## src/hw/collatz_pkg.sv

```systemverilog
// collatz explorer shared types
package collatz_pkg;

  // arithmetic widths
  localparam int value_bits = 32; // trajectory register width
  localparam int step_bits  = 16; // per-trial step counter width

  // start value or current trajectory value
  typedef logic [value_bits-1:0] value_t;

  // number of shortcut steps taken in one trial
  typedef logic [step_bits-1:0] step_t;

  // controller sequence, one pass per trial
  typedef enum logic [1:0] {
    st_idle,    // wait for run or a host load
    st_load,    // start and actual capture the new start value
    st_iterate, // one shortcut step per enabled cycle
    st_report   // done pulse, tally commit, lfsr advance
  } ctrl_state_t;

endpackage

```

## src/hw/seed_lfsr.sv

```systemverilog
// galois lfsr start source
`timescale 1ns/1ns
module seed_lfsr
  import collatz_pkg::*;
#(
  parameter int explore_bits = 20 // lfsr width, 4 to 31
)
(
  input  logic   clk,
  input  logic   arst_n,
  input  logic   clken,    // global hold when low
  input  logic   lfsr_adv, // step to the next state
  output value_t seed      // state, zero extended
);

  // maximal length tap masks for a right shifting galois lfsr
  // bit k of the mask stands for the x^(k+1) term of the polynomial
  function automatic logic [30:0] tap_mask(input int width);
    case (width)
      4:       tap_mask = 31'h0000_000c;
      5:       tap_mask = 31'h0000_0014;
      6:       tap_mask = 31'h0000_0030;
      7:       tap_mask = 31'h0000_0060;
      8:       tap_mask = 31'h0000_00b8;
      9:       tap_mask = 31'h0000_0110;
      10:      tap_mask = 31'h0000_0240;
      11:      tap_mask = 31'h0000_0500;
      12:      tap_mask = 31'h0000_0e08;
      13:      tap_mask = 31'h0000_1c80;
      14:      tap_mask = 31'h0000_3802;
      15:      tap_mask = 31'h0000_6000;
      16:      tap_mask = 31'h0000_d008;
      17:      tap_mask = 31'h0001_2000;
      18:      tap_mask = 31'h0002_0400;
      19:      tap_mask = 31'h0007_2000;
      20:      tap_mask = 31'h0009_0000;
      21:      tap_mask = 31'h0014_0000;
      22:      tap_mask = 31'h0030_0000;
      23:      tap_mask = 31'h0042_0000;
      24:      tap_mask = 31'h00e1_0000;
      25:      tap_mask = 31'h0120_0000;
      26:      tap_mask = 31'h0200_0023;
      27:      tap_mask = 31'h0400_0013;
      28:      tap_mask = 31'h0900_0000;
      29:      tap_mask = 31'h1400_0000;
      30:      tap_mask = 31'h2000_0029;
      31:      tap_mask = 31'h4800_0000;
      default: tap_mask = 31'h0; // width outside the supported range
    endcase
  endfunction

  localparam logic [explore_bits-1:0] taps = explore_bits'(tap_mask(explore_bits));

  logic [explore_bits-1:0] state_q; // never zero, so every start is nonzero

  always_ff @(posedge clk or negedge arst_n)
  begin
    if (!arst_n)
      state_q <= '1; // all ones, first lfsr trial starts here
    else if (clken && lfsr_adv)
      state_q <= state_q[0] ? (state_q >> 1) ^ taps : state_q >> 1; // shift out lsb
  end

  assign seed = value_t'(state_q);

endmodule

```

## src/hw/collatz_step.sv

```systemverilog
// shortcut collatz datapath
`timescale 1ns/1ns
module collatz_step
  import collatz_pkg::*;
#(
  parameter int done_bits = 4 // trial ends below 2**done_bits
)
(
  input  logic   clk,
  input  logic   arst_n,
  input  logic   clken,       // global hold when low
  input  logic   step_load,   // capture a new start value
  input  logic   step_en,     // take one step this cycle
  input  logic   source_host, // 1 selects load_value, 0 the lfsr seed
  input  value_t load_value,  // host start, held until the load state
  input  value_t seed,        // lfsr start
  output value_t start,
  output value_t actual,
  output logic   finished,    // actual is in the explored range
  output logic   ovf          // 3x+1 carried out, sticky
);

  value_t start_q;
  value_t actual_q;
  logic   ovf_q;

  // 3x+1 as ((x << 1) | 1) + x with two spare bits for the carry
  logic [value_bits+1:0] triple;
  logic                  carry;   // 3x+1 does not fit in value_bits
  value_t                next_val;

  assign triple = {1'b0, actual_q, 1'b1} + {2'b00, actual_q};
  assign carry  = |triple[value_bits+1:value_bits];

  // odd x becomes (3x+1)/2, even x becomes x/2
  assign next_val = actual_q[0] ? triple[value_bits:1] : actual_q >> 1;

  // start and trajectory registers
  always_ff @(posedge clk)
  begin
    if (clken)
    begin
      if (step_load)
      begin
        start_q  <= source_host ? load_value : seed;
        actual_q <= source_host ? load_value : seed;
      end
      else if (step_en)
        actual_q <= next_val; // truncated value on overflow, trial ends anyway
    end
  end

  always_ff @(posedge clk or negedge arst_n)
  begin
    if (!arst_n)
      ovf_q <= 1'b0;
    else if (clken)
    begin
      if (step_load)
        ovf_q <= 1'b0; // new trial
      else if (step_en && actual_q[0] && carry)
        ovf_q <= 1'b1; // held until the next load
    end
  end

  assign finished = ~|actual_q[value_bits-1:done_bits]; // all high bits clear
  assign ovf      = ovf_q;
  assign start    = start_q;
  assign actual   = actual_q;

endmodule

```

## src/hw/step_tally.sv

```systemverilog
// step count and longest trial record
`timescale 1ns/1ns
module step_tally
  import collatz_pkg::*;
(
  input  logic   clk,
  input  logic   arst_n,
  input  logic   clken,        // global hold when low
  input  logic   step_en,      // one step taken this cycle
  input  logic   tally_clear,  // new trial
  input  logic   tally_commit, // trial over, latch results
  input  value_t start,        // start of the current trial
  input  logic   aborted,      // skip or step cap ended the trial
  input  logic   ovf,          // trial ended on overflow
  output step_t  count,        // running count, seen by the controller
  output step_t  steps,        // count of the last finished trial
  output logic   overflow,     // overflow of the last trial
  output value_t record_start,
  output step_t  record_steps
);

  step_t  count_q;
  step_t  steps_q;
  logic   overflow_q;
  value_t record_start_q;
  step_t  record_steps_q;
  logic   new_record;

  // only clean trials compete, ties keep the older record
  assign new_record = !aborted && !ovf && (count_q > record_steps_q);

  always_ff @(posedge clk or negedge arst_n)
  begin
    if (!arst_n)
    begin
      count_q        <= '0;
      steps_q        <= '0;
      overflow_q     <= 1'b0;
      record_start_q <= '0;
      record_steps_q <= '0;
    end
    else if (clken)
    begin
      if (tally_clear)
        count_q <= '0;
      else if (step_en)
        count_q <= count_q + 1'b1; // controller caps it at step_limit

      if (tally_commit)
      begin
        steps_q    <= count_q;
        overflow_q <= ovf;
        if (new_record)
        begin
          record_start_q <= start;
          record_steps_q <= count_q;
        end
      end
    end
  end

  assign count        = count_q;
  assign steps        = steps_q;
  assign overflow     = overflow_q;
  assign record_start = record_start_q;
  assign record_steps = record_steps_q;

endmodule

```

## src/hw/collatz_ctrl.sv

```systemverilog
// collatz trial controller
`timescale 1ns/1ns
module collatz_ctrl
  import collatz_pkg::*;
#(
  parameter int step_limit = 1000 // runaway trial cap
)
(
  input  logic  clk,
  input  logic  arst_n,
  input  logic  clken,        // global hold when low
  input  logic  run,          // level, start lfsr trials back to back
  input  logic  load,         // pulse, start a trial from load_value
  input  logic  skip,         // pulse, abandon the current trial
  input  logic  finished,     // trajectory reached the explored range
  input  logic  ovf,          // arithmetic overflow in this trial
  input  step_t count,        // steps taken so far
  output logic  lfsr_adv,     // pulse, next lfsr state
  output logic  step_load,    // pulse, capture start value
  output logic  source_host,  // start value select for step_load
  output logic  step_en,      // level, one step per cycle
  output logic  tally_clear,  // pulse, zero the step count
  output logic  tally_commit, // pulse, latch steps and record
  output logic  active,       // trial iterating
  output logic  done,         // pulse, trial result valid
  output logic  aborted       // last trial ended by skip or cap
);

  ctrl_state_t state_q;
  ctrl_state_t state_d;
  logic        from_host_q; // trial started by a host load
  logic        aborted_q;
  logic        at_limit;    // count reached step_limit
  logic        stop;        // any reason to leave iterate

  assign at_limit = count >= step_t'(step_limit);
  assign stop     = skip || finished || ovf || at_limit;

  // next state
  always_comb
  begin
    state_d = state_q;
    case (state_q)
      st_idle:
        if (load || run)
          state_d = st_load; // load wins, see from_host_q
      st_load:
        state_d = st_iterate;
      st_iterate:
        if (stop)
          state_d = st_report; // a start already in range leaves with 0 steps
      st_report:
        state_d = st_idle;
      default:
        state_d = st_idle;
    endcase
  end

  always_ff @(posedge clk or negedge arst_n)
  begin
    if (!arst_n)
    begin
      state_q     <= st_idle;
      from_host_q <= 1'b0;
      aborted_q   <= 1'b0;
    end
    else if (clken)
    begin
      state_q <= state_d;
      if (state_q == st_idle)
        from_host_q <= load; // remember the source for the lfsr advance
      if (state_q == st_iterate && stop)
        aborted_q <= skip || (!finished && !ovf && at_limit); // skip first, then a clean end
    end
  end

  // pulses are one enabled cycle wide
  assign step_load    = clken && (state_q == st_load);
  assign tally_clear  = clken && (state_q == st_load);
  assign tally_commit = clken && (state_q == st_report);
  assign done         = clken && (state_q == st_report);
  assign lfsr_adv     = clken && (state_q == st_report) && !from_host_q; // lfsr trials only

  assign source_host = from_host_q;
  assign step_en     = (state_q == st_iterate) && !stop; // no step on the exit cycle
  assign active      = (state_q == st_iterate);
  assign aborted     = aborted_q; // holds until the next trial ends

endmodule

```

## src/hw/collatz_explorer.sv

```systemverilog
// collatz explorer top level
`timescale 1ns/1ns
module collatz_explorer
  import collatz_pkg::*;
#(
  parameter int explore_bits = 20,  // lfsr width, 4 to 31
  parameter int done_bits    = 4,   // explored range is below 2**done_bits
  parameter int step_limit   = 1000 // abort a trial after this many steps
)
(
  input  logic   clk,
  input  logic   arst_n,
  input  logic   clken,        // low freezes every state
  input  logic   run,          // level, lfsr trials back to back
  input  logic   load,         // pulse, trial from load_value
  input  value_t load_value,   // hold stable one cycle past load
  input  logic   skip,         // pulse, abandon the trial
  output logic   active,       // trial iterating
  output logic   done,         // pulse, results valid
  output value_t start,
  output value_t actual,
  output step_t  steps,        // steps of the last trial
  output logic   overflow,     // last trial overflowed
  output logic   aborted,      // last trial skipped or capped
  output value_t record_start, // longest clean trial so far
  output step_t  record_steps
);

  // controller to datapath
  logic   lfsr_adv;
  logic   step_load;
  logic   source_host;
  logic   step_en;
  logic   tally_clear;
  logic   tally_commit;

  // datapath to controller
  logic   finished;
  logic   ovf;
  step_t  count;
  value_t seed;

  collatz_ctrl #(
    .step_limit (step_limit)
  ) u_ctrl (
    .clk          (clk),
    .arst_n       (arst_n),
    .clken        (clken),
    .run          (run),
    .load         (load),
    .skip         (skip),
    .finished     (finished),
    .ovf          (ovf),
    .count        (count),
    .lfsr_adv     (lfsr_adv),
    .step_load    (step_load),
    .source_host  (source_host),
    .step_en      (step_en),
    .tally_clear  (tally_clear),
    .tally_commit (tally_commit),
    .active       (active),
    .done         (done),
    .aborted      (aborted)
  );

  seed_lfsr #(
    .explore_bits (explore_bits)
  ) u_lfsr (
    .clk      (clk),
    .arst_n   (arst_n),
    .clken    (clken),
    .lfsr_adv (lfsr_adv),
    .seed     (seed)
  );

  collatz_step #(
    .done_bits (done_bits)
  ) u_step (
    .clk         (clk),
    .arst_n      (arst_n),
    .clken       (clken),
    .step_load   (step_load),
    .step_en     (step_en),
    .source_host (source_host),
    .load_value  (load_value),
    .seed        (seed),
    .start       (start),
    .actual      (actual),
    .finished    (finished),
    .ovf         (ovf)
  );

  step_tally u_tally (
    .clk          (clk),
    .arst_n       (arst_n),
    .clken        (clken),
    .step_en      (step_en),
    .tally_clear  (tally_clear),
    .tally_commit (tally_commit),
    .start        (start),
    .aborted      (aborted),
    .ovf          (ovf),
    .count        (count),
    .steps        (steps),
    .overflow     (overflow),
    .record_start (record_start),
    .record_steps (record_steps)
  );

endmodule

```

## config.mk

```make
export PLATFORM = sky130hd
export DESIGN_NAME = collatz_explorer
export DESIGN_NICKNAME = d
export VERILOG_FILES = /design/src/hw/collatz_pkg.sv /design/src/hw/seed_lfsr.sv /design/src/hw/collatz_step.sv /design/src/hw/step_tally.sv /design/src/hw/collatz_ctrl.sv /design/src/hw/collatz_explorer.sv
export SDC_FILE = /design/constraint.sdc
export NUM_CORES = 1
export LEC_CHECK = 0
export BUFFER_PORTS_ARGS = -buffer_cell sky130_fd_sc_hd__buf_2
export CAP_MARGIN = 20
export CORE_ASPECT_RATIO = 0.6
export CORE_UTILIZATION = 25
export CTS_BUF_LIST = sky130_fd_sc_hd__clkbuf_16
export DETAILED_ROUTE_END_ITERATION = 6
export PLACE_DENSITY = 0.46
export SYNTH_ARGS = -nofsm -noshare
export SYNTH_HDL_FRONTEND = slang
export SYNTH_HIERARCHICAL = 1
export SYNTH_SLANG_ARGS = --single-unit
```

## constraint.sdc

```tcl
create_clock -name clk -period 3.2 [get_ports clk]
set_input_delay 0.64 -clock clk [delete_from_list [all_inputs] [get_ports clk]]
set_output_delay 0.64 -clock clk [all_outputs]
set_load 0.01 [all_outputs]
```

### Yosys cells after proc, flatten, opt, wreduce, memory -nomap -nowiden

Cells that the tools add are included.

| word-level totals | value |
|---|---|
| logic and storage cells | 69 |
| input bits | 38 |
| register bits after elaboration | 170 |

| cells by class | value |
|---|---|
| bitwise operators | 1 |
| eq/ne operators | 5 |
| $add $sub $neg | 2 |
| mux-type cells | 12 |
| reductions and logical operators | 35 |
| magnitude comparators | 2 |

Operators by type and width:

| operator | number |
|---|---|
| $mux 32 | 4 |
| $add 33x32->34 | 1 |
| $mux 16 | 2 |
| $reduce_or 28->1 | 1 |
| $mux 20 | 1 |
| $add 16x1->16 const B | 1 |
| $ge 16x10->1 const B | 1 |
| $gt 16x16->1 | 1 |
| $logic_and 1x1->1 | 12 |
| $reduce_and 2->1 | 6 |
| $pmux 2 s4 | 1 |
| $reduce_and 3->1 | 2 |
| $logic_not 1->1 | 5 |
| $logic_or 1x1->1 | 5 |
| $eq 2x2->1 const B | 2 |
| $mux 2 | 2 |
| $ne 2x1->1 const B | 2 |
| $reduce_bool 2->1 | 2 |
| $eq 2x1->1 const B | 1 |
| $logic_not 2->1 | 1 |
| $mux 1 | 2 |
| $not 1->2 | 1 |
| $reduce_or 2->1 | 1 |

### Logic depth before layout (Yosys ltp)

| logic depth | value |
|---|---|
| depth after elaboration | 11 |
| mapped depth | 12 |
| depth with buffers taken out | 12 |

### Hierarchy

The synthesis kept the hierarchy.

Modules (own cells, without submodules):

| module | times used | seq. area each (sq um) | cells each | area each (sq um) |
|---|---|---|---|---|
| collatz_step | 1 | 1946.9 | 551 | 5296.3 |
| step_tally | 1 | 2026.9 | 494 | 4748.3 |
| seed_lfsr | 1 | 525.5 | 57 | 957.2 |
| collatz_ctrl | 1 | 100.1 | 38 | 335.3 |

### Least setup slack after synthesis

Ideal clock, no wire load.

| timing | value |
|---|---|
| kind | flip-flop to flip-flop |
| from | register u_step.actual_q[0], in the netlist u_step/actual[0] |
| to | register u_step.actual_q[26], in the netlist u_step/actual[26], data pin |
| required time | 3065 ps |
| period minus slack after synthesis | 3079 ps |
| stages on the path, launching flop included | 13 |
| arrival time | 2944 ps |
| setup time | 135 ps |
| slack | 121 ps |
| cell sequence | edfxtp_1 > clkbuf_1 > inv_1 > clkbuf_1 > fa_1 > nor2b_1 > o31ai_1 > a211oi_2 > o2111ai_1 > o21ai_1 > a31oi_1 > or4_1 > nand3_1 |

| on the way | value |
|---|---|
| word-level cells in the longest chain between the ends | 4 |

RTL lines:

| item | RTL line | text |
|---|---|---|
| start, declared | collatz_step.sv:24 | `value_t actual_q;` |
| start signal, assigned | collatz_step.sv:46 | `actual_q <= source_host ? load_value : seed;` |
| start signal, assigned | collatz_step.sv:49 | `actual_q <= next_val;` |
| $add 33x32->34 | collatz_step.sv:32 | `assign triple = {1'b0, actual_q, 1'b1} + {2'b00, actual_q};` |
| $mux 32 (*) | collatz_step.sv:36 | `assign next_val = actual_q[0] ? triple[value_bits:1] : actual_q >> 1;` |
| $mux 32 (*) | collatz_step.sv:48 | `else if (step_en)` |
| $mux 32 (*) | collatz_step.sv:43 | `if (step_load)` |

Mark *: on every way between the ends. The rest lies on a longest branch, timed or not. The select of a mux whose other input is x is not followed.
A chain may end at the register's enable or synchronous reset.

### Worst setup path after layout

| timing | value |
|---|---|
| from | register u_step.actual_q[1], in the netlist u_step/actual[1] |
| to | register u_step.actual_q[26], in the netlist u_step/actual[26], data pin |

| on the way | value |
|---|---|
| word-level cells in the longest chain between the ends | 4 |

RTL lines:

| item | RTL line |
|---|---|
| $add 33x32->34 | collatz_step.sv:32 |
| $mux 32 | collatz_step.sv:36 |
| $mux 32 | collatz_step.sv:48 |
| $mux 32 | collatz_step.sv:43 |

No other way between the ends. The select of a mux whose other input is x is not followed.

==> qor_table.md <==
| Quantity | This run | Unit |
|---|---|---|
| Max Freq | 332.4 | MHz |
| Distinct cell type count after synthesis | 79 | - |
| Cts-stage hold buffer count | 0 | - |
| Initial core utilization | 25.34 | % |
| CTS tree | done | - |
| Number of antenna cells inserted | 0 | - |
| Comb power frac | 41.4 | % |
| Port bufs | 169 | - |
| Max-slew violation count | 0 | - |
| CORE AREA | 44,740 | um^2 |
| Period Utilization, post-route | 94.01 | % |
| Global placement routability congestion | 0.9066 | - |
| Area of the multi-input gates | 6101 | um^2 |
| Vertical extent of the die | 167.0 | um |
| Post-synthesis sequential area ratio | 40.57 | % |
| Req. time, crit path | 3.52 | ns |
| Total instance count after detailed placement | 1,856 | - |
| Synthesized area | 11,340 | um^2 |
| Clock-pin slew on the worst setup and hold paths | 0.08 | ns |
| Hold violation total from the final report | 0 | - |
| Maximum fanout count along the critical path | 6 | - |
| Total GRT Usage | 17.36 | % |
| Minimum hold slack | 0.2014 | ns |
| IR Drop Worst-Case VDD | 0.0002844 | V |
| P_int | 5.317 | mW |
| Vias post-DR | 9,774 | - |
| Shortest period the worst path allows | 3.008 | ns |
| Overall die area | 46,230 | um^2 |
| Via-to-Cell Ratio | 5.171 | - |
| H-Tree Depth | 4 | - |
| Ys flop type | sky130_fd_sc_hd__dfrtp_1 | - |
| Hold Path Class | in -> async | - |
| Endpoint of the lowest-slack register-to-register path | u_step/actual[26] | - |
| Number of nets with antenna violations after detailed routing | 0 | - |
| TritonCTS buffer count | 17 | - |
| Iteration count of the initial detailed-routing pass | 5 | - |
| Area growth, synth to finish | 19.45 | % |
| Leakage power | 5.614 | nW |
| Fraction of final layout cells sized beyond drive strength 1 | 27.36 | % |
| Worst slew pin tran | 0.8821 | ns |
| Violation count after the first detailed-route iteration | 898 | - |
| Reg-to-reg slack, setup | 0.19 | ns |
| Number of flops mapped to enable cells by yosys | 64 | - |
| Antenna violations before repair | 0 | - |
| Ports | 170 | - |
| Post-detailed-route DRC marker count | 0 | - |
| Final wirelength | 40.38 | mm |
| Clk network pwr share | 24.6 | % |
| Worst-case headroom to the max-slew limit | 40.99 | % |
| Synthesized instance count | 1,140 | - |
| Net switching component of the power | 3.647 | mW |
| First-pass GRT wire length | 60.48 | mm |
| Maximum clock path buffer count | 2 | - |
| Power per standard cell area | 661.9 | nW/um^2 |
| DP HPWL | 29.64 | mm |
| Pin count of the biggest net entering global routing | 49 | - |
| Non-filler cells, final | 1,890 | - |
| Total of max-cap violations | 0 | - |
| Result of the run | finished, final reports clean | - |
| Number of cell instances on the worst register-to-register path | 10 | - |
| Number of rows created at floorplan | 60 | - |
| Worst R2R Start | u_step/actual[1] | - |
| Clk Tree Root Cell | sky130_fd_sc_hd__clkbuf_16 | - |
| Kind of critical path | reg -> reg | - |
| Post-synthesis register bit count | 170 | - |
| Final nets | 1,399 | - |
| Count of clock tree sinks | 170 | - |
| Grt ovf | 0 | - |
| Kind of launch point of the worst setup path | register | - |
| Async SR Flop Fraction | 62.35 | % |
| Sequential cell area | 4601 | um^2 |
| Setup repair after global routing missed its margin | no | - |
| Wire length per cell after detailed routing | 21.36 | um |
| Filler cell count in the final layout | 4,694 | - |
| Width of the chip | 276.9 | um |
| Clock Latency Late Sink | 0.45 | ns |
| Flop pwr share | 33.9 | % |
| Worst path arrival time | 3.32 | ns |
| Final setup vio count | 0 | - |
| Skew final | 0.01242 | ns |
| Via count of the first global-routing pass | 9,220 | - |
| Mean post-synth cell area | 9.945 | um^2 |
| Total of warnings raised by yosys | 6 | - |
| Net switching fraction of the power | 40.68 | % |
| Critical path endpoint category | register | - |
==> cell type report <==
type,instances,area share [%]
inverters,67,1.857
clock buffers,19,3.511
well taps,589,5.442
repair buffers,216,9.147
multi-input cells,816,45.05
flip-flops and latches,170,33.97
clock inverters,13,1.016
==> placed cells by master (no fill, tap or decap), drive strengths merged, types with 20 or more instances in the layout <==
cell and count:
o21ai 61, dfstp 20, o311ai 51, nor2 55, ha 72, inv 75, dfrtp 86, edfxtp 64
buf 216, nor3 26, mux2 61, nor4b 33, a32oi 48, nor4 21, a21oi 54, xnor2 25
nand2 121
==> worst max-delay path, cell delays in order, from the launching register on <==
cell	delay, ns
sky130_fd_sc_hd__edfxtp_1	0.46
sky130_fd_sc_hd__inv_1	0.11
sky130_fd_sc_hd__fa_1	0.41
sky130_fd_sc_hd__nor2b_1	0.15
sky130_fd_sc_hd__o31ai_1	0.13
sky130_fd_sc_hd__a211oi_2	0.33
sky130_fd_sc_hd__o2111ai_2	0.24
sky130_fd_sc_hd__o21ai_2	0.31
sky130_fd_sc_hd__a31oi_1	0.16
sky130_fd_sc_hd__or4_1	0.48
sky130_fd_sc_hd__nand3_1	0.10
==> synth_stat cells (29+ instances only) <==
cell | n | share of area, %
sky130_fd_sc_hd__nor4b_1 | 33 | 2.5
sky130_fd_sc_hd__clkbuf_1 | 52 | 1.7
sky130_fd_sc_hd__a21oi_1 | 54 | 2.4
sky130_fd_sc_hd__o311ai_0 | 29 | 2.2
sky130_fd_sc_hd__o21ai_0 | 52 | 2.3
sky130_fd_sc_hd__nand2_1 | 120 | 4.0
sky130_fd_sc_hd__a32oi_1 | 48 | 3.7
sky130_fd_sc_hd__mux2_2 | 40 | 4.0
sky130_fd_sc_hd__edfxtp_1 | 64 | 17
sky130_fd_sc_hd__nor2_1 | 55 | 1.8
sky130_fd_sc_hd__inv_1 | 67 | 2.2
sky130_fd_sc_hd__ha_1 | 72 | 7.9
sky130_fd_sc_hd__dfrtp_1 | 86 | 19
==> cell families after synthesis <==
kind of cell,share of synthesized area [%]
AOI/OAI and AO/OA,18.78
xor gates and xnor gates,2.704
adders and majority gates,8.123
buffers and inverters,6.677
DFF,40.57
muxes,8.134
other,0.03308
and+or+nand+nor,14.98
==> power by group through the flow <==
stage                     Clock [mW]  Sequential (mW)  Combinational, mW
after floorplan                    0             3.03               2.42
after global placement             0             3.08               3.64
after detailed placement           0             3.09               3.64
after CTS                       2.29             3.05               3.66
after global routing            2.36             3.10               4.09
final                           2.21             3.04               3.71
==> repair_timing <==
action	CTS	global route
resized for setup	1	6
setup endpoints to repair	46	49
pin swaps	0	2
setup buffers	0	2
==> per-stage QoR <==
stage	total power, mW	util (%)	TNS [ns]	area, um^2	setup slack, ns
finish	8.964	30.27	0	13540	0.1918
global route	9.544	30.27	0	13540	0.003830
CTS	8.993	30.18	0	13500	0.01746
detailed placement	6.726	28.80	-5.098	12880	-0.2635
global placement	6.720	28.80	-5.637	12880	-0.2700
floorplan	5.453	-	0	11380	0.1208
==> registers in the layout, indices dropped and copies added, names as in the netlist, 2 cells and up <==
signal	flops
u_tally/steps	16
u_step/actual	32
u_tally/record_steps	16
u_ctrl/state_q	2
u_tally/count	16
u_step/start	32
u_tally/record_start	32
u_lfsr/state_q	20
==> worst max-delay path by stage <==
stage / slack [ns] / cells past startpoint / end / startpoint
after floorplan: 0.12 / 12 / u_step/actual[26] / u_step/actual[0]
after CTS: 0.02 / 12 / u_tally/count[14] / u_step/actual[29]
after detailed placement: -0.26 / 12 / u_tally/count[14] / u_step/actual[29]
after global placement: -0.27 / 12 / u_tally/count[14] / u_step/actual[29]
final: 0.19 / 10 / u_step/actual[26] / u_step/actual[1]
after global routing: 0.004 / 9 / u_step/actual[27] / u_step/actual[9]
==> layer usage <==
metal  up-vias  routed length [um]  GRT usage (%)  share of wire (%)
met3        32                3185          4.630                7.9
met1      4791               20970          27.18                 52
met4         0                 695          4.831                1.7
met5         -                   0              0                  0
li1       4565                   -              -                  -
met2       386               15530          22.49                 38
No activity file was read; power rests on OpenSTA's default activity.
